<file path="src/mmu_settings.svh">
// Sv32 data MMU constants
// address widths, TLB depth and trap cause codes

`ifndef MMU_SETTINGS_SVH
`define MMU_SETTINGS_SVH

// ------------------------------------------------------------
// address widths
// ------------------------------------------------------------
// virtual address, one 32-bit word
`define MMU_VLEN 32
// physical address, 22-bit ppn plus 12-bit page offset
`define MMU_PLEN 34
`define MMU_PPNW 22
// address space id out of satp
`define MMU_ASIDW 9

// ------------------------------------------------------------
// TLB
// ------------------------------------------------------------
// fully associative, small
`define MMU_TLB_ENTRIES 4

// ------------------------------------------------------------
// mcause codes for load/store faults
// ------------------------------------------------------------
`define MMU_CAUSE_LD_ACCESS 4'd5
`define MMU_CAUSE_ST_ACCESS 4'd7
`define MMU_CAUSE_LD_PAGE 4'd13
`define MMU_CAUSE_ST_PAGE 4'd15

`endif

</file>
<file path="src/mmu_pkg.sv">
// Sv32 MMU types
// page table entry, satp, virtual address views, TLB entry and exception

`include "mmu_settings.svh"

package mmu_pkg;

  // ------------------------------------------------------------
  // architectural words
  // ------------------------------------------------------------
  // Sv32 page table entry, lsb first is v
  typedef struct packed {
    logic [`MMU_PPNW-1:0] ppn;
    logic [1:0] rsw;
    logic d;
    logic a;
    logic g;
    logic u;
    logic x;
    logic w;
    logic r;
    logic v;
  } pte_t;

  // satp csr, mode 0 is bare, mode 1 is Sv32
  typedef struct packed {
    logic mode;
    logic [`MMU_ASIDW-1:0] asid;
    logic [`MMU_PPNW-1:0] ppn;
  } satp_t;

  // one virtual address, seen as a 4 KiB page or a 4 MiB megapage
  typedef union packed {
    struct packed {
      logic [9:0] vpn1;
      logic [9:0] vpn0;
      logic [11:0] offset;
    } page;
    struct packed {
      logic [9:0] vpn1;
      logic [21:0] offset;
    } mega;
  } vaddr_u;

  // ------------------------------------------------------------
  // MMU internal bundles
  // ------------------------------------------------------------
  // TLB slot, also the refill word out of the walker
  typedef struct packed {
    logic valid;
    logic is_mega;
    // vpn1 then vpn0, vpn0 ignored for megapages
    logic [19:0] vpn;
    logic [`MMU_ASIDW-1:0] asid;
    pte_t pte;
  } tlb_entry_t;

  // load/store exception
  typedef struct packed {
    logic valid;
    logic [3:0] cause;
    logic [`MMU_VLEN-1:0] tval;
  } xlate_exc_t;

  // effective privilege of the access
  typedef enum logic {
    PRIV_LVL_U = 1'b0,
    PRIV_LVL_S = 1'b1
  } priv_lvl_t;

endpackage

</file>
<file path="src/mmu_ptw.sv">
// Sv32 page table walker
// two-level walk with a read-only Wishbone classic master, refills the TLB

`timescale 1ns/1ps

`include "mmu_settings.svh"

module mmu_ptw (
  input  logic                    clk_i,
  input  logic                    rst_ni,
  input  logic                    flush_i,
  // miss from the TLB
  input  logic                    miss_i,
  input  mmu_pkg::vaddr_u         miss_vaddr_i,
  input  logic [`MMU_ASIDW-1:0]   miss_asid_i,
  input  logic [`MMU_PPNW-1:0]    root_ppn_i,
  // Wishbone classic master, reads only
  output logic                    wb_cyc_o,
  output logic                    wb_stb_o,
  output logic [`MMU_PLEN-1:0]    wb_adr_o,
  input  logic [31:0]             wb_dat_i,
  input  logic                    wb_ack_i,
  input  logic                    wb_err_i,
  // TLB refill
  output logic                    refill_valid_o,
  output mmu_pkg::tlb_entry_t     refill_o,
  // walk result for the translation stage
  output logic                    walk_done_o,
  output logic                    walk_fault_o,
  output logic                    walk_cause_access_o,
  output mmu_pkg::vaddr_u         walk_vaddr_o
);
  import mmu_pkg::*;

  typedef enum logic [1:0] {
    S_IDLE,
    S_L1,
    S_L0,
    S_DONE
  } state_e;

  state_e state_q;
  logic cyc_q;
  logic done_q;
  logic fault_q;
  logic access_q;
  logic flushed_q;
  // walk payload
  logic [`MMU_PLEN-1:0] adr_q;
  vaddr_u vaddr_q;
  logic [`MMU_ASIDW-1:0] asid_q;
  pte_t pte_q;
  logic mega_q;
  // read data decode
  pte_t rd_pte;
  logic rd_bad;
  logic rd_leaf;
  logic rd_misaligned;
  logic resp;
  logic consume;
  logic start;

  assign rd_pte = pte_t'(wb_dat_i);
  // invalid, or the reserved w without r encoding
  assign rd_bad = !rd_pte.v || (rd_pte.w && !rd_pte.r);
  assign rd_leaf = rd_pte.r || rd_pte.x;
  // megapage must be 4 MiB aligned
  assign rd_misaligned = |rd_pte.ppn[9:0];
  assign resp = cyc_q && (wb_ack_i || wb_err_i);

  // retry of a faulted walk takes the fault instead of walking again
  assign consume = done_q && fault_q && (miss_vaddr_i == vaddr_q);
  assign start = (state_q == S_IDLE) && miss_i && !consume;

  // ------------------------------------------------------------
  // walk FSM
  // ------------------------------------------------------------
  always_ff @(posedge clk_i or negedge rst_ni) begin
    if (!rst_ni) begin
      state_q   <= S_IDLE;
      cyc_q     <= 1'b0;
      done_q    <= 1'b0;
      fault_q   <= 1'b0;
      access_q  <= 1'b0;
      flushed_q <= 1'b0;
    end else begin
      case (state_q)
        S_IDLE: begin
          if (miss_i) begin
            done_q <= 1'b0;
          end
          if (start) begin
            state_q   <= S_L1;
            cyc_q     <= 1'b1;
            fault_q   <= 1'b0;
            access_q  <= 1'b0;
            flushed_q <= 1'b0;
          end
        end
        S_L1, S_L0: begin
          if (!cyc_q) begin
            // level 0 read goes out one cycle after the level 1 answer
            cyc_q <= 1'b1;
          end else if (resp) begin
            cyc_q <= 1'b0;
            if (wb_err_i) begin
              fault_q  <= 1'b1;
              access_q <= 1'b1;
              state_q  <= S_DONE;
            end else if (rd_bad || (state_q == S_L0 && !rd_leaf) ||
                         (state_q == S_L1 && rd_leaf && rd_misaligned)) begin
              fault_q <= 1'b1;
              state_q <= S_DONE;
            end else if (rd_leaf) begin
              state_q <= S_DONE;
            end else begin
              // pointer at level 1
              state_q <= S_L0;
            end
          end
        end
        default: begin
          state_q <= S_IDLE;
          done_q  <= 1'b1;
        end
      endcase
      // refill of a walk that saw a flush is stale
      if (flush_i && state_q != S_IDLE) begin
        flushed_q <= 1'b1;
      end
    end
  end

  // walk payload, address moves only when stb is low or answered
  always_ff @(posedge clk_i) begin
    if (start) begin
      vaddr_q <= miss_vaddr_i;
      asid_q  <= miss_asid_i;
      adr_q   <= {root_ppn_i, miss_vaddr_i.page.vpn1, 2'b00};
    end else if (resp && wb_ack_i) begin
      pte_q  <= rd_pte;
      mega_q <= (state_q == S_L1);
      adr_q  <= {rd_pte.ppn, vaddr_q.page.vpn0, 2'b00};
    end
  end

  // ------------------------------------------------------------
  // outputs
  // ------------------------------------------------------------
  assign wb_cyc_o = cyc_q;
  assign wb_stb_o = cyc_q;
  assign wb_adr_o = adr_q;

  assign refill_valid_o = (state_q == S_DONE) && !fault_q && !flushed_q && !flush_i;
  assign refill_o.valid = refill_valid_o;
  assign refill_o.is_mega = mega_q;
  assign refill_o.vpn = {vaddr_q.page.vpn1, vaddr_q.page.vpn0};
  assign refill_o.asid = asid_q;
  assign refill_o.pte = pte_q;

  assign walk_done_o = done_q;
  assign walk_fault_o = fault_q;
  assign walk_cause_access_o = access_q;
  assign walk_vaddr_o = vaddr_q;

endmodule

</file>
<file path="src/mmu_tlb.sv">
// Fully associative data TLB for Sv32
// ASID and global match, 4 KiB and 4 MiB entries, round-robin refill, flush-all

`timescale 1ns/1ps

`include "mmu_settings.svh"

module mmu_tlb #(
  parameter int unsigned ENTRIES = 4
) (
  input  logic                    clk_i,
  input  logic                    rst_ni,
  input  logic                    flush_i,
  // lookup, only when translation is on
  input  logic                    lu_req_i,
  input  mmu_pkg::vaddr_u         lu_vaddr_i,
  input  logic [`MMU_ASIDW-1:0]   lu_asid_i,
  // refill from the walker
  input  logic                    refill_valid_i,
  input  mmu_pkg::tlb_entry_t     refill_i,
  output logic                    lu_hit_o,
  output mmu_pkg::tlb_entry_t     lu_entry_o
);
  import mmu_pkg::*;

  localparam int unsigned IDXW = (ENTRIES > 1) ? $clog2(ENTRIES) : 1;

  // slot payload, valid bits kept apart so only they need reset
  tlb_entry_t entry_q [ENTRIES];
  logic [ENTRIES-1:0] valid_q;
  logic [ENTRIES-1:0] match;
  // next victim
  logic [IDXW-1:0] rr_q;
  logic refill_we;

  assign refill_we = refill_valid_i && refill_i.valid;

  // ------------------------------------------------------------
  // lookup
  // ------------------------------------------------------------
  for (genvar i = 0; i < ENTRIES; i++) begin : gen_match
    logic asid_ok;
    logic vpn_ok;

    // global pages ignore the asid
    assign asid_ok = entry_q[i].pte.g || (entry_q[i].asid == lu_asid_i);
    // megapage compares vpn1 only
    assign vpn_ok = entry_q[i].is_mega ?
                    (entry_q[i].vpn[19:10] == lu_vaddr_i.mega.vpn1) :
                    (entry_q[i].vpn == {lu_vaddr_i.page.vpn1, lu_vaddr_i.page.vpn0});
    assign match[i] = valid_q[i] && asid_ok && vpn_ok;
  end

  assign lu_hit_o = lu_req_i && (|match);

  // at most one slot matches, lowest index taken anyway
  always_comb begin
    lu_entry_o = '0;
    for (int i = ENTRIES - 1; i >= 0; i--) begin
      if (match[i]) begin
        lu_entry_o = entry_q[i];
      end
    end
    lu_entry_o.valid = lu_hit_o;
  end

  // ------------------------------------------------------------
  // refill and flush
  // ------------------------------------------------------------
  always_ff @(posedge clk_i or negedge rst_ni) begin
    if (!rst_ni) begin
      valid_q <= '0;
      rr_q    <= '0;
    end else begin
      if (refill_we) begin
        valid_q[rr_q] <= 1'b1;
        // wrap for depths that are not a power of two
        rr_q <= (rr_q == IDXW'(ENTRIES - 1)) ? '0 : rr_q + 1'b1;
      end
      // flush wins over a refill in the same cycle
      if (flush_i) begin
        valid_q <= '0;
      end
    end
  end

  // slot payload
  always_ff @(posedge clk_i) begin
    if (refill_we) begin
      entry_q[rr_q] <= refill_i;
    end
  end

endmodule

</file>
<file path="src/mmu_xlate.sv">
// Sv32 translation stage
// one register stage, physical address build, permission checks, trap select

`timescale 1ns/1ps

`include "mmu_settings.svh"

module mmu_xlate (
  input  logic                    clk_i,
  input  logic                    rst_ni,
  // request and TLB answer in the lookup cycle
  input  logic                    req_i,
  input  mmu_pkg::vaddr_u         vaddr_i,
  input  logic                    is_store_i,
  input  logic                    xlate_en_i,
  input  logic                    hit_i,
  input  mmu_pkg::tlb_entry_t     entry_i,
  // csr state
  input  mmu_pkg::priv_lvl_t      priv_i,
  input  logic                    sum_i,
  input  logic                    mxr_i,
  // walk result
  input  logic                    walk_done_i,
  input  logic                    walk_fault_i,
  input  logic                    walk_cause_access_i,
  output logic                    dtlb_hit_o,
  output logic                    valid_o,
  output logic [`MMU_PLEN-1:0]    paddr_o,
  output mmu_pkg::xlate_exc_t     exc_o
);
  import mmu_pkg::*;

  logic req_q;
  logic en_q;
  logic hit_q;
  logic wfault_q;
  logic store_q;
  logic waccess_q;
  vaddr_u vaddr_q;
  tlb_entry_t entry_q;
  pte_t pte;
  logic perm_err;

  // bare mode is always ready
  assign dtlb_hit_o = xlate_en_i ? hit_i : 1'b1;

  // ------------------------------------------------------------
  // stage register
  // ------------------------------------------------------------
  always_ff @(posedge clk_i or negedge rst_ni) begin
    if (!rst_ni) begin
      req_q    <= 1'b0;
      en_q     <= 1'b0;
      hit_q    <= 1'b0;
      wfault_q <= 1'b0;
    end else begin
      req_q <= req_i;
      en_q  <= xlate_en_i;
      hit_q <= hit_i;
      // missed retry of a walk that faulted
      wfault_q <= req_i && xlate_en_i && !hit_i && walk_done_i && walk_fault_i;
    end
  end

  always_ff @(posedge clk_i) begin
    vaddr_q   <= vaddr_i;
    store_q   <= is_store_i;
    entry_q   <= entry_i;
    waccess_q <= walk_cause_access_i;
  end

  // ------------------------------------------------------------
  // address and checks
  // ------------------------------------------------------------
  assign pte = entry_q.pte;
  assign valid_o = req_q && (!en_q || hit_q || wfault_q);

  always_comb begin
    if (!en_q) begin
      paddr_o = {{(`MMU_PLEN - `MMU_VLEN){1'b0}}, vaddr_q};
    end else if (entry_q.is_mega) begin
      // ppn1 on top of the 22-bit offset
      paddr_o = {pte.ppn[`MMU_PPNW-1:10], vaddr_q.mega.offset};
    end else begin
      paddr_o = {pte.ppn, vaddr_q.page.offset};
    end
  end

  // every failing check is a page fault
  always_comb begin
    perm_err = 1'b0;
    if (store_q && !(pte.w && pte.d)) begin
      perm_err = 1'b1;
    end else if (!store_q && !(pte.r || (pte.x && mxr_i))) begin
      // mxr lets loads read execute-only pages
      perm_err = 1'b1;
    end else if (!pte.a) begin
      perm_err = 1'b1;
    end else if (priv_i == PRIV_LVL_U && !pte.u) begin
      perm_err = 1'b1;
    end else if (priv_i == PRIV_LVL_S && pte.u && !sum_i) begin
      perm_err = 1'b1;
    end
  end

  always_comb begin
    exc_o = '0;
    if (req_q && en_q) begin
      if (wfault_q) begin
        exc_o.valid = 1'b1;
        exc_o.tval  = vaddr_q;
        if (waccess_q) begin
          exc_o.cause = store_q ? `MMU_CAUSE_ST_ACCESS : `MMU_CAUSE_LD_ACCESS;
        end else begin
          exc_o.cause = store_q ? `MMU_CAUSE_ST_PAGE : `MMU_CAUSE_LD_PAGE;
        end
      end else if (hit_q && perm_err) begin
        exc_o.valid = 1'b1;
        exc_o.tval  = vaddr_q;
        exc_o.cause = store_q ? `MMU_CAUSE_ST_PAGE : `MMU_CAUSE_LD_PAGE;
      end
    end
  end

endmodule

</file>
<file path="src/sv32_mmu.sv">
// Sv32 data MMU top
// DTLB, page table walker on Wishbone and the registered translation stage

`timescale 1ns/1ps

`include "mmu_settings.svh"

module sv32_mmu (
  input  logic                    clk_i,
  input  logic                    rst_ni,
  input  logic                    flush_i,
  // csr state
  input  mmu_pkg::satp_t          satp_i,
  input  mmu_pkg::priv_lvl_t      priv_i,
  input  logic                    sum_i,
  input  logic                    mxr_i,
  // load/store unit
  input  logic                    lsu_req_i,
  input  logic [`MMU_VLEN-1:0]    lsu_vaddr_i,
  input  logic                    lsu_is_store_i,
  output logic                    lsu_dtlb_hit_o,
  output logic                    lsu_valid_o,
  output logic [`MMU_PLEN-1:0]    lsu_paddr_o,
  output mmu_pkg::xlate_exc_t     lsu_exc_o,
  // Wishbone classic master
  output logic                    wb_cyc_o,
  output logic                    wb_stb_o,
  output logic [`MMU_PLEN-1:0]    wb_adr_o,
  input  logic [31:0]             wb_dat_i,
  input  logic                    wb_ack_i,
  input  logic                    wb_err_i
);
  import mmu_pkg::*;

  logic xlate_en;
  logic tlb_req;
  logic tlb_hit;
  logic tlb_miss;
  tlb_entry_t tlb_entry;
  logic refill_valid;
  tlb_entry_t refill;
  logic walk_done;
  logic walk_fault;
  logic walk_access;
  vaddr_u walk_vaddr;
  logic walk_done_here;

  // satp mode 1 is Sv32
  assign xlate_en = satp_i.mode;
  assign tlb_req = lsu_req_i && xlate_en;
  // walker ignores misses while busy
  assign tlb_miss = tlb_req && !tlb_hit;
  // walk result only applies to the address that was walked
  assign walk_done_here = walk_done && (walk_vaddr == lsu_vaddr_i);

  mmu_tlb #(
    .ENTRIES (`MMU_TLB_ENTRIES)
  ) i_dtlb (
    .clk_i          (clk_i),
    .rst_ni         (rst_ni),
    .flush_i        (flush_i),
    .lu_req_i       (tlb_req),
    .lu_vaddr_i     (lsu_vaddr_i),
    .lu_asid_i      (satp_i.asid),
    .refill_valid_i (refill_valid),
    .refill_i       (refill),
    .lu_hit_o       (tlb_hit),
    .lu_entry_o     (tlb_entry)
  );

  mmu_ptw i_ptw (
    .clk_i               (clk_i),
    .rst_ni              (rst_ni),
    .flush_i             (flush_i),
    .miss_i              (tlb_miss),
    .miss_vaddr_i        (lsu_vaddr_i),
    .miss_asid_i         (satp_i.asid),
    .root_ppn_i          (satp_i.ppn),
    .wb_cyc_o            (wb_cyc_o),
    .wb_stb_o            (wb_stb_o),
    .wb_adr_o            (wb_adr_o),
    .wb_dat_i            (wb_dat_i),
    .wb_ack_i            (wb_ack_i),
    .wb_err_i            (wb_err_i),
    .refill_valid_o      (refill_valid),
    .refill_o            (refill),
    .walk_done_o         (walk_done),
    .walk_fault_o        (walk_fault),
    .walk_cause_access_o (walk_access),
    .walk_vaddr_o        (walk_vaddr)
  );

  mmu_xlate i_xlate (
    .clk_i               (clk_i),
    .rst_ni              (rst_ni),
    .req_i               (lsu_req_i),
    .vaddr_i             (lsu_vaddr_i),
    .is_store_i          (lsu_is_store_i),
    .xlate_en_i          (xlate_en),
    .hit_i               (tlb_hit),
    .entry_i             (tlb_entry),
    .priv_i              (priv_i),
    .sum_i               (sum_i),
    .mxr_i               (mxr_i),
    .walk_done_i         (walk_done_here),
    .walk_fault_i        (walk_fault),
    .walk_cause_access_i (walk_access),
    .dtlb_hit_o          (lsu_dtlb_hit_o),
    .valid_o             (lsu_valid_o),
    .paddr_o             (lsu_paddr_o),
    .exc_o               (lsu_exc_o)
  );

endmodule

</file>
<file path="config.mk">
export PLATFORM = sky130hd
export DESIGN_NAME = sv32_mmu
export DESIGN_NICKNAME = d
export VERILOG_FILES = /design/src/mmu_pkg.sv /design/src/mmu_ptw.sv /design/src/mmu_tlb.sv /design/src/mmu_xlate.sv /design/src/sv32_mmu.sv
export VERILOG_INCLUDE_DIRS = /design/src
export SDC_FILE = /design/constraint.sdc
export NUM_CORES = 1
export LEC_CHECK = 0
export BUFFER_PORTS_ARGS = -buffer_cell sky130_fd_sc_hd__buf_2
export CAP_MARGIN = 20
export CORE_MARGIN = 2
export CORE_UTILIZATION = 59
export CTS_CLUSTER_DIAMETER = 30
export DETAILED_ROUTE_END_ITERATION = 6
export GPL_TIMING_DRIVEN = 0
export PLACE_DENSITY_LB_ADDON = 0.08
export SLEW_MARGIN = 25
export SYNTH_ARGS = -nofsm -noshare
export SYNTH_HDL_FRONTEND = slang
export SYNTH_HIERARCHICAL = 1
export SYNTH_SLANG_ARGS = --single-unit
</file>
<file path="constraint.sdc">
create_clock -name clk_i -period 6.32 [get_ports clk_i]
set_input_delay 0.316 -clock clk_i [delete_from_list [all_inputs] [get_ports clk_i]]
set_output_delay 0.316 -clock clk_i [all_outputs]
set_load 0.01 [all_outputs]
</file>
* Word level (Yosys, flattened, before mapping)
Memories as Yosys holds them, arrays and structs flattened.
Cells that the tools add are included.
** Storage, ports and cells
- Bits in registers :: 186
- Bits in writable memories :: 252
- Output and inout bits :: 109
- Memories :: 1
** Memories
- i_dtlb.entry_q :: words 4, bits a word 63, rd ports 4, clocked after memory_dff 0, wr ports 1, line mmu_tlb.sv:29 : tlb_entry_t entry_q [ENTRIES];
** Operators by class
- Add/subtract/negate cells :: 1
- Order comparisons :: 2
- Equal/unequal tests :: 24
- Muxes and demuxes :: 56
- Bitwise operators :: 4
- Reduce and logical (&&, ||, !) cells :: 82
** Operator list (number)
- $mux W62 :: 4
- $mux W37 :: 3
- $mux W34 :: 3
- $eq A20 B20 Y1 :: 4
- $eq A32 B32 Y1 :: 2
- $eq A10 B10 Y1 :: 4
- $logic_and A1 B1 Y1 :: 39
- $eq A9 B9 Y1 :: 4
- $mux W1 :: 28
- $mux W22 :: 1
- $mux W2 :: 8
- $logic_not A1 Y1 :: 14
- $logic_or A1 B1 Y1 :: 12
- $mux W4 :: 3
- $reduce_bool A2 Y1 :: 6
- $reduce_and A5 Y1 :: 2
- $reduce_or A10 Y1 :: 1
- $ne A2 B1 Y1 const B :: 4
- $pmux W1 S2 :: 4
- $reduce_and A2 Y1 :: 4
- $eq A2 B2 Y1 const B :: 3
- $or A4 B4 Y4 :: 1
- $pmux W2 S2 :: 1
- $reduce_or A4 Y1 :: 1
- other kinds (11) :: 13

* Logic depth before layout (Yosys ltp)
Gate-level depths: netlist (run 1).
An unclocked memory read counts as a cell.
- Depth after elaboration :: 14
- Depth in mapped cells :: 13
- Mapped depth without buffers :: 10

* Cells and area by module
Netlist (run 1), hierarchy kept.
** Modules (own cells, without submodules)
- mmu_tlb :: times used 1, cells each 897, area each 11817.6 um^2, seq. area each 7597.3 um^2
- mmu_ptw :: times used 1, cells each 265, area each 4727.0 um^2, seq. area each 3358.2 um^2
- mmu_xlate :: times used 1, cells each 160, area each 2087.0 um^2, seq. area each 1361.3 um^2
- sv32_mmu :: times used 1, cells each 46, area each 367.9 um^2, seq. area each 0.0 um^2

* Worst setup path after synthesis (run 1)
Ideal clock, no wire load.
- Path kind :: register to register
- From :: mem i_dtlb/entry_q[2][39] (netlist bit)
- To :: reg i_ptw.adr_q[10], in the netlist i_ptw/wb_adr_o[10], enable pin
- Arrival time :: 4292 ps
- Required time :: 5854 ps
- Slack :: 1563 ps
- Cell stages (with the launch flop) :: 12
- Buffers on the path :: 2
- Period minus slack after synthesis :: 4757 ps
- Cells stage by stage :: edfxtp_1 -> xor2_1 -> nor4_1 -> a31o_1 -> buf_2 -> nor3b_4 -> buf_4 -> a31oi_1 -> a31oi_1 -> nor2b_1 -> o31ai_4 -> o21ai_0
** RTL lines
- start: declaration :: line mmu_tlb.sv:29
- end signal: assignment :: line mmu_ptw.sv:139 : adr_q <= {root_ppn_i, miss_vaddr_i.page.vpn1, 2'b00};
- end signal: assignment :: line mmu_ptw.sv:143 : adr_q <= {rd_pte.ppn, vaddr_q.page.vpn0, 2'b00};
- end: declaration :: line mmu_ptw.sv:49 : logic [`MMU_PLEN-1:0] adr_q;

==> results of run 1 <==
==> power by group <==
part | switching, mW | leakage [nW] | internal, mW | total [mW]
registers | 0.115 | 3.82 | 3.21 | 3.32
clock network | 1.46 | 1.31 | 2.72 | 4.18
logic | 0.384 | 3.26 | 0.302 | 0.686
==> registers in the layout (all words and copies together), names as in the netlist, 2 cells and up <==
name / count
i_dtlb/entry_q: 236
i_ptw/walk_vaddr_o: 32
i_ptw/wb_adr_o: 32
i_xlate/vaddr_q: 32
i_ptw/refill_o: 29
i_xlate/entry_q: 29
i_ptw/asid_q: 9
i_dtlb/valid_q: 4
i_dtlb/rr_q: 2
i_ptw/state_q: 2
==> worst paths after layout <==
kind,slack (ns),endpoint,startpoint
min in group asynchronous,0.23,i_dtlb/valid_q[2]$_DFFE_PN0P_,rst_ni
setup reg to reg,1.79,i_ptw/refill_o[24]$_DFFE_PP_,i_dtlb/entry_q[1][42]$_DFFE_PP_
hold reg to reg,0.42,i_xlate/waccess_q$_DFF_P_,i_ptw/walk_cause_access_o$_DFFE_PN0P_
hold / removal,0.02,i_xlate/vaddr_q[27]$_DFF_P_,lsu_vaddr_i[27]
setup / recovery,1.79,i_ptw/refill_o[24]$_DFFE_PP_,i_dtlb/entry_q[1][42]$_DFFE_PP_
max in group asynchronous,5.79,i_dtlb/rr_q[1]$_DFFE_PN0P_,rst_ni
==> layout by cell type, fill, tap and decap left out, types with 21 or more instances in the layout <==
master and n:
edfxtp_1 339, clkbuf_16 81, dlygate4sd3_1 48, xor2_1 111, clkbuf_1 42, buf_4 40, nand2_1 62, o21ai_1 52
o221a_1 21, mux2_2 27, nand4_1 41, nor4_1 25, dfxtp_1 63, and2_1 36, buf_2 233, xnor2_1 67
mux2_4 28
==> layer usage <==
| metal | up-vias | GRT usage [%] | wire length [microns] |
|---|---|---|---|
| met4 | 0 | 12.4 | 1510 |
| met2 | 486 | 46.4 | 21000 |
| li1 | 4898 | - | - |
| met1 | 5416 | 38.6 | 18000 |
| met5 | - | 0 | 0 |
| met3 | 95 | 5.11 | 3060 |
==> cell type report <==
class / instances / share of cell area, %
Timing Repair Buffer: 264 / 7.53
Multi-Input combinational cell: 596 / 20.9
Tap cell: 384 / 2.17
Inverter: 10 / 0.170
Clock inverter: 59 / 2.87
Clock buffer: 86 / 9.29
Buffer: 122 / 3.51
Antenna cell: 1 / 0.0113
Sequential cell: 419 / 53.6
==> reports/results.tsv, run 1 <==
metric	value	unit
status	complete, no violations	
postLayoutCellArea	22100	sq um
register_area	11900	sq um
setup_tns	0	ns
htreeDepth	3	
period_share	71.6	%
total_power	8.18	mW
multi_input_area	4620	sq um
post_drt_wl_per_cell	22.4	microns
period_minus_slack	4.53	ns
final_cells	1941	
cts_hold_buffers	48	
finalHoldViolCount	0	
worstPathMaxFanout	50	
rows	62	
critical_path.top_delay_family	simple AND/OR/NAND/NOR gates	
drc	0	
cts_sinks	419	
die_h	175	microns
clkTransAtPathRegs	0.06	ns
die_w	175	microns
clk_latency	0.57	ns
clk_path_buf_depth	3	
drt_iter0_markers	1121	
finClkSkew	0.0202	ns
hp-class	input pin to register	
area_delta_synth_final	28.3	%
yosys_warnings	6	
cts-root-buf	clkbuf_16	
grt_util_all_layers	28.7	%
synth_cells	1146	
fin_ws	1.79	ns
wirelength	43500	microns
slew_headroom	31.4	%
hold_ws	0.0191	ns
start_util	60.0	%
drtPass1Iterations	5	
critPathBufInv	4	
power_density	370	nW/um^2
arrival	4.79	ns
leakagePower	8.38	nW
ant_nets	0	
irDropWorstVdd	0.324	mV
drive_gt1_share	33.1	%
gp_congestion	0.862	
crit_cells	13	
place_inst	1747	
drv_cap	0	
dpl_cell_area	19000	sq um
core-area	28800	sq um
utilization	76.9	%
worst_setup_path_end_kind	register	
setup_violations	0	
nFillCells	1740	
required	6.59	ns
worstMarginPinSlew	1.01	ns
dieArea	30600	sq um
grt_overflow	0	
ctsResizeCount	0	
timing.fmax	221	MHz
cts_tree	done	
path_cells	xor2_1, nor4_1, a41oi_1, or3_1, buf_2, clkbuf_1, a31oi_1, nor2b_1, o31ai_4, nor2_4, buf_6, nor2_4, buf_16	
via_per_inst	5.61	
startpoint_type	register	
grt_setup_unrepaired	no	
drv_slew	0	
grt_pass1_wl	64900	microns
syn_area_per_cell	15.1	sq um
ioPinCount	215	
synth_area	17300	sq um
grt_pass1_vias	11200	
slowest_stage	nor4_1	
nets	1606	
place_hpwl	27600	microns
criticalPathCategory	register to register	
preCtsSetupSlack	1.82	ns
numCtsBuffers	79	
cpMostUsedCell	nor2_4	
crit_path_max_incr_delay	0.66	ns
num_vias	10900	
io_buffers	210	
postCtsSetupRepairBufs	0	
grt_max_degree	51	
rr_worst_depth	13	
antenna_found_initial	2	
whs_path_depth	1	
No activity file was read; power rests on OpenSTA's default activity.
==> inputs of run 2 (changes only) <==
- CORE_UTILIZATION: 59 -> 53
- clock period: 6.32 -> 3.9 ns (I/O delays scaled with it)
==> run 2 against run 1 <==
Effect of this change: clock skew grew 0.0085 ns; first-iteration DRC count fell by 32%; worst hold slack improved by 0.0093 ns; critical path depth grew 3; flip-flop and latch count unchanged; combinational power increased by 73%; core utilization down 5.5 points; register-to-register slack got worse by 1.5 ns; final area increased by 4.1%; global-route usage decreased by 1.8 points; largest cell class unchanged; highest routed layer is now met5; wire length up 4.4%.
==> reports/results.tsv, run 2 (synthesis results as in run 1) <==
metric	value	unit
register_area	11900	sq um
grt_overflow	0	
clkTransAtPathRegs	0.05	ns
via_per_inst	5.29	
cpMostUsedCell	buf_2	
drt_iter0_markers	759	
drv_slew	0	
area_delta_synth_final	33.6	%
worstMarginPinSlew	0.967	ns
setup_violations	0	
core-area	32300	sq um
cts_tree	done	
largest_reg_flops	236	
num_antenna_cells	0	
grt_pass1_wl	66800	microns
die_h	184	microns
dpl_cell_area	19100	sq um
top_register	i_dtlb/entry_q	
ioPinCount	215	
drv_cap	0	
grt_util_all_layers	26.9	%
wirelength	45400	microns
critPathBufInv	7	
num_vias	11000	
worst_setup_path_end_kind	register	
finClkSkew	0.0287	ns
nFillCells	2144	
period_share	95.7	%
finalHoldViolCount	0	
ant_nets	0	
nets	1669	
drc	0	
setup_tns	0	ns
grt_max_degree	51	
htreeDepth	3	
io_buffers	210	
startpoint_type	input pin	
timing.fmax	268	MHz
slew_headroom	35.6	%
drive_gt1_share	32.7	%
cts_sinks	419	
criticalPathCategory	input pin to register	
required	4.17	ns
dieArea	34000	sq um
postLayoutCellArea	23100	sq um
leakagePower	8.73	nW
drtPass1Iterations	5	
die_w	184	microns
grt_pass1_vias	11400	
final_cell_mix	edfxtp_1, buf_2, xor2_1, dlygate4sd3_1, clkbuf_16	
gp_congestion	0.804	
clk_latency	0.58	ns
slowest_stage	dlygate4sd3_1	
status	complete, no violations	
hp-class	input pin to register	
clk_path_buf_depth	3	
rows	66	
post_drt_wl_per_cell	22.0	microns
numCtsBuffers	84	
start_util	53.4	%
irDropWorstVdd	0.352	mV
power_density	597	nW/um^2
place_hpwl	28100	microns
arrival	4.00	ns
grt_setup_unrepaired	no	
worstPathMaxFanout	25	
critical_path.top_delay_family	buffers and inverters	
cts-root-buf	clkbuf_16	
antenna_found_initial	1	
period_minus_slack	3.73	ns
crit_path_max_incr_delay	0.53	ns
path_cells	dlygate4sd3_1, buf_2, buf_2, xnor2_1, nand3_1, or3_1, or3_1, clkbuf_2, buf_2, a31oi_2, nor2b_1, o31ai_4, nor2_4, clkbuf_16, nor2_4, buf_16	
multi_input_area	4640	sq um
final_common_cell	edfxtp_1	
==> run 2: worst paths after layout <==
check	start	to	slack, ns	depth (start not counted)
max in group asynchronous	rst_ni	i_ptw/state_q[1]$_DFFE_PN0P_	3.48	2
hold / removal	lsu_vaddr_i[31]	i_ptw/walk_vaddr_o[31]$_DFFE_PN_	0.03	1
setup reg to reg	i_dtlb/entry_q[0][38]$_DFFE_PP_	i_ptw/refill_o[28]$_DFFE_PP_	0.25	13
setup / recovery	lsu_vaddr_i[23]	i_ptw/refill_o[28]$_DFFE_PP_	0.17	16
min in group asynchronous	rst_ni	i_xlate/en_q$_DFF_PN0_	0.12	2
hold reg to reg	i_ptw/walk_cause_access_o$_DFFE_PN0P_	i_xlate/waccess_q$_DFF_P_	0.40	0
==> run 2: timing repair <==
action	in CTS	in global routing
pin swaps	1	1
cloned	0	1
gates resized for setup	3	3
hold buffers	99	0
buffers inserted	2	4
hold endpoints to repair	141	0
endpoints found under the setup margin	38	38
==> run 2: layer usage <==
| layer | vias up | wire length [microns] | GRT usage (%) |
|---|---|---|---|
| li1 | 5008 | - | - |
| met1 | 5464 | 19300 | 35.2 |
| met2 | 400 | 22400 | 44.9 |
| met3 | 76 | 2880 | 6.22 |
| met4 | 2 | 847 | 7.94 |
| met5 | - | 13 | 0 |
==> run 2: cell type report <==
class / instances / area share [%]
multi-input combinational: 596 / 20.1
clock buffer: 104 / 9.80
sequential: 419 / 51.5
buffer: 122 / 3.43
inverter: 10 / 0.163
clock inverter: 54 / 2.78
timing repair buffer: 322 / 9.81
tap: 442 / 2.40
==> run 2: stage by stage <==
stage                     utilization (%)  setup slack (ns)  power (mW)  std cells  hold WS [ns]
final                                71.4             0.167        13.8       2069        0.0285
after floorplan                         -             0.158        6.02       1147        -0.101
after CTS                            71.2           0.00795        13.8       2064       0.00484
after global placement               58.4             -1.62        6.46       1799         0.151
after detailed placement             59.0            -0.518        6.52       1805         0.154
after global routing                 71.4            0.0764        14.2       2069       0.00483
==> run 2: power by group <==
group / total, mW / switching, mW / internal, mW
Combinational: 1.19 / 0.641 / 0.548
Sequential: 5.39 / 0.186 / 5.20
Clock: 7.18 / 2.46 / 4.72
==> inputs of run 3 (changes only) <==
- CORE_ASPECT_RATIO: default -> 1.5
- CTS_CLUSTER_SIZE: default -> 24
==> run 3 against run 2 <==
Effect of this change: critical endpoint is now i_ptw/wb_adr_o[9]$_DFFE_PP_; first-iteration DRC count rose by 9.4%; via count down 0.40%; clock power decreased by 22%; total power decreased by 11%; sequential power about the same; global-route usage is 0.45 points lower; wire length is 1.9% lower; combinational power barely moved.
==> reports/results.tsv, run 3 (synthesis results as in run 1) <==
metric	value	unit
grt_max_degree	51	
p_switching	3.03	mW
area_delta_synth_final	28.8	%
place_hpwl	28800	microns
status	complete, no violations	
fin_ws	0.101	ns
io_buffers	210	
p_int	9.15	mW
period_share	97.4	%
drt_iter0_markers	830	
combPwrFrac	9.8	%
drv_cap	0	
die_w	151	microns
drive_gt1_share	31.5	%
drv_slew	0	
drc	0	
worstPathMaxFanout	10	
top_register	i_dtlb/entry_q	
grt_use_met3	3.83	%
rows	80	
hp-class	input pin to register	
startpoint_type	register	
arrival	4.14	ns
post_drt_wl_per_cell	22.3	microns
timing.fmax	263	MHz
place_inst	1773	
dieArea	34000	sq um
grt_use_met2	47.0	%
via_per_inst	5.46	
worst_setup_path_end_kind	register	
start_util	54.0	%
finClkSkew	0.0308	ns
leakagePower	8.37	nW
slowest_stage	nor2b_1	
clk_latency	0.60	ns
final_cells	1996	
slew_headroom	28.9	%
antenna_found_initial	1	
period_minus_slack	3.80	ns
p_seq_share	44.2	%
num_vias	10900	
pwr-share-clk	46.1	%
largest_reg_flops	236	
rrSetupSlack	0.10	ns
sw_frac_of_total	24.9	%
core-area	31900	sq um
clk_path_buf_depth	3	
grt_setup_unrepaired	no	
htreeDepth	2	
die_h	225	microns
gp_congestion	0.815	
grt_pass1_vias	11200	
clkTransAtPathRegs	0.06	ns
nets	1645	
critPathBufInv	4	
path_cells	xor2_1, nor3_1, a31o_1, buf_2, nor3b_4, buf_4, a31oi_1, a31oi_2, nor2b_1, o31ai_4, nor2_4, buf_12, buf_6, mux2_4	
wirelength	44500	microns
ant_nets	0	
preCtsSetupSlack	-0.587	ns
numCtsBuffers	61	
criticalPathCategory	register to register	
grt_most_used_layer	met2	
irDropWorstVdd	0.432	mV
met1_usage	32.9	%
cts-root-buf	clkbuf_16	
crit_path_max_incr_delay	0.40	ns
grt_overflow	0	
final_common_cell	edfxtp_1	
grt_pass1_wl	66100	microns
grt_util_all_layers	26.4	%
utilization	69.6	%
worstMarginPinSlew	1.07	ns
finalHoldViolCount	0	
required	4.25	ns
setup_tns	0	ns
setup_violations	0	
final_cell_mix	edfxtp_1, buf_2, xor2_1, dlygate4sd3_1, xnor2_1	
cts_tree	done	
drtPass1Iterations	5	
ioPinCount	215	
critical_path.top_delay_family	simple AND/OR/NAND/NOR gates	
power_density	548	nW/um^2
cts_sinks	419	
## run 3: path summary, 6_finish.rpt
kind	startpoint	end	depth (start not counted)
min reg2reg	i_ptw/walk_cause_access_o$_DFFE_PN0P_	i_xlate/waccess_q$_DFF_P_	0
max in group asynchronous	rst_ni	i_dtlb/valid_q[1]$_DFFE_PN0P_	2
min	wb_ack_i	i_ptw/wb_cyc_o$_DFFE_PN0P_	3
min in group asynchronous	rst_ni	i_ptw/walk_cause_access_o$_DFFE_PN0P_	2
max	i_dtlb/entry_q[2][32]$_DFFE_PP_	i_ptw/wb_adr_o[9]$_DFFE_PP_	14
max reg2reg	i_dtlb/entry_q[2][32]$_DFFE_PP_	i_ptw/wb_adr_o[9]$_DFFE_PP_	14
## run 3: worst reg2reg max path: stages, from the launching register on
cell and delay, ns:
edfxtp_1 0.39, xor2_1 0.23, nor3_1 0.08, a31o_1 0.24, buf_2 0.19, nor3b_4 0.17
buf_4 0.14, a31oi_1 0.25, a31oi_2 0.17, nor2b_1 0.40, o31ai_4 0.27, nor2_4 0.30
buf_12 0.17, buf_6 0.21, mux2_4 0.34
## run 3: per-layer routing
layer / wire length, microns / share of wire [%]
met4: 1430 / 3.2
met5: 0 / 0
met2: 23200 / 52
met1: 17400 / 39
met3: 2540 / 5.7
## run 3: power groups by stage
stage	clock [mW]	combinational (mW)	sequential (mW)
2_1_floorplan	0	0.579	5.44
3_3_place_gp	0	1.00	5.47
3_5_place_dp	0	1.07	5.46
4_1_cts	5.66	1.18	5.38
5_1_grt	5.87	1.28	5.40
6_report	5.61	1.19	5.38
## run 3: final cells by class
type	count	area (sq um)
Timing Repair Buffer	321	2260
Buffer	122	786
Sequential cell	419	11900
Multi-Input combinational cell	596	4640
Clock buffer	67	1620
Tap cell	410	513
Inverter	10	37.5
Fill cell	2187	9700
Clock inverter	49	508
Antenna cell	2	5.00
## run 3: what timing repair did
action                                  in CTS  in global routing
gates resized for setup                      3                  3
gates cloned                                 0                  1
hold buffers                                99                  0
pin swaps                                    2                  1
endpoints found under the setup margin      79                 61
buffers inserted                             5                  0
endpoints found under the hold margin      145                  0
## run 3: metrics by stage
step	area (sq um)	hold slack (ns)	power, mW
4_1_cts	22200	0.0282	12.2
5_1_grt	22200	0.0629	12.5
3_3_place_gp	18800	0.155	6.47
6_report	22200	0.0566	12.2
3_5_place_dp	19000	0.159	6.53
2_1_floorplan	17300	-0.101	6.02
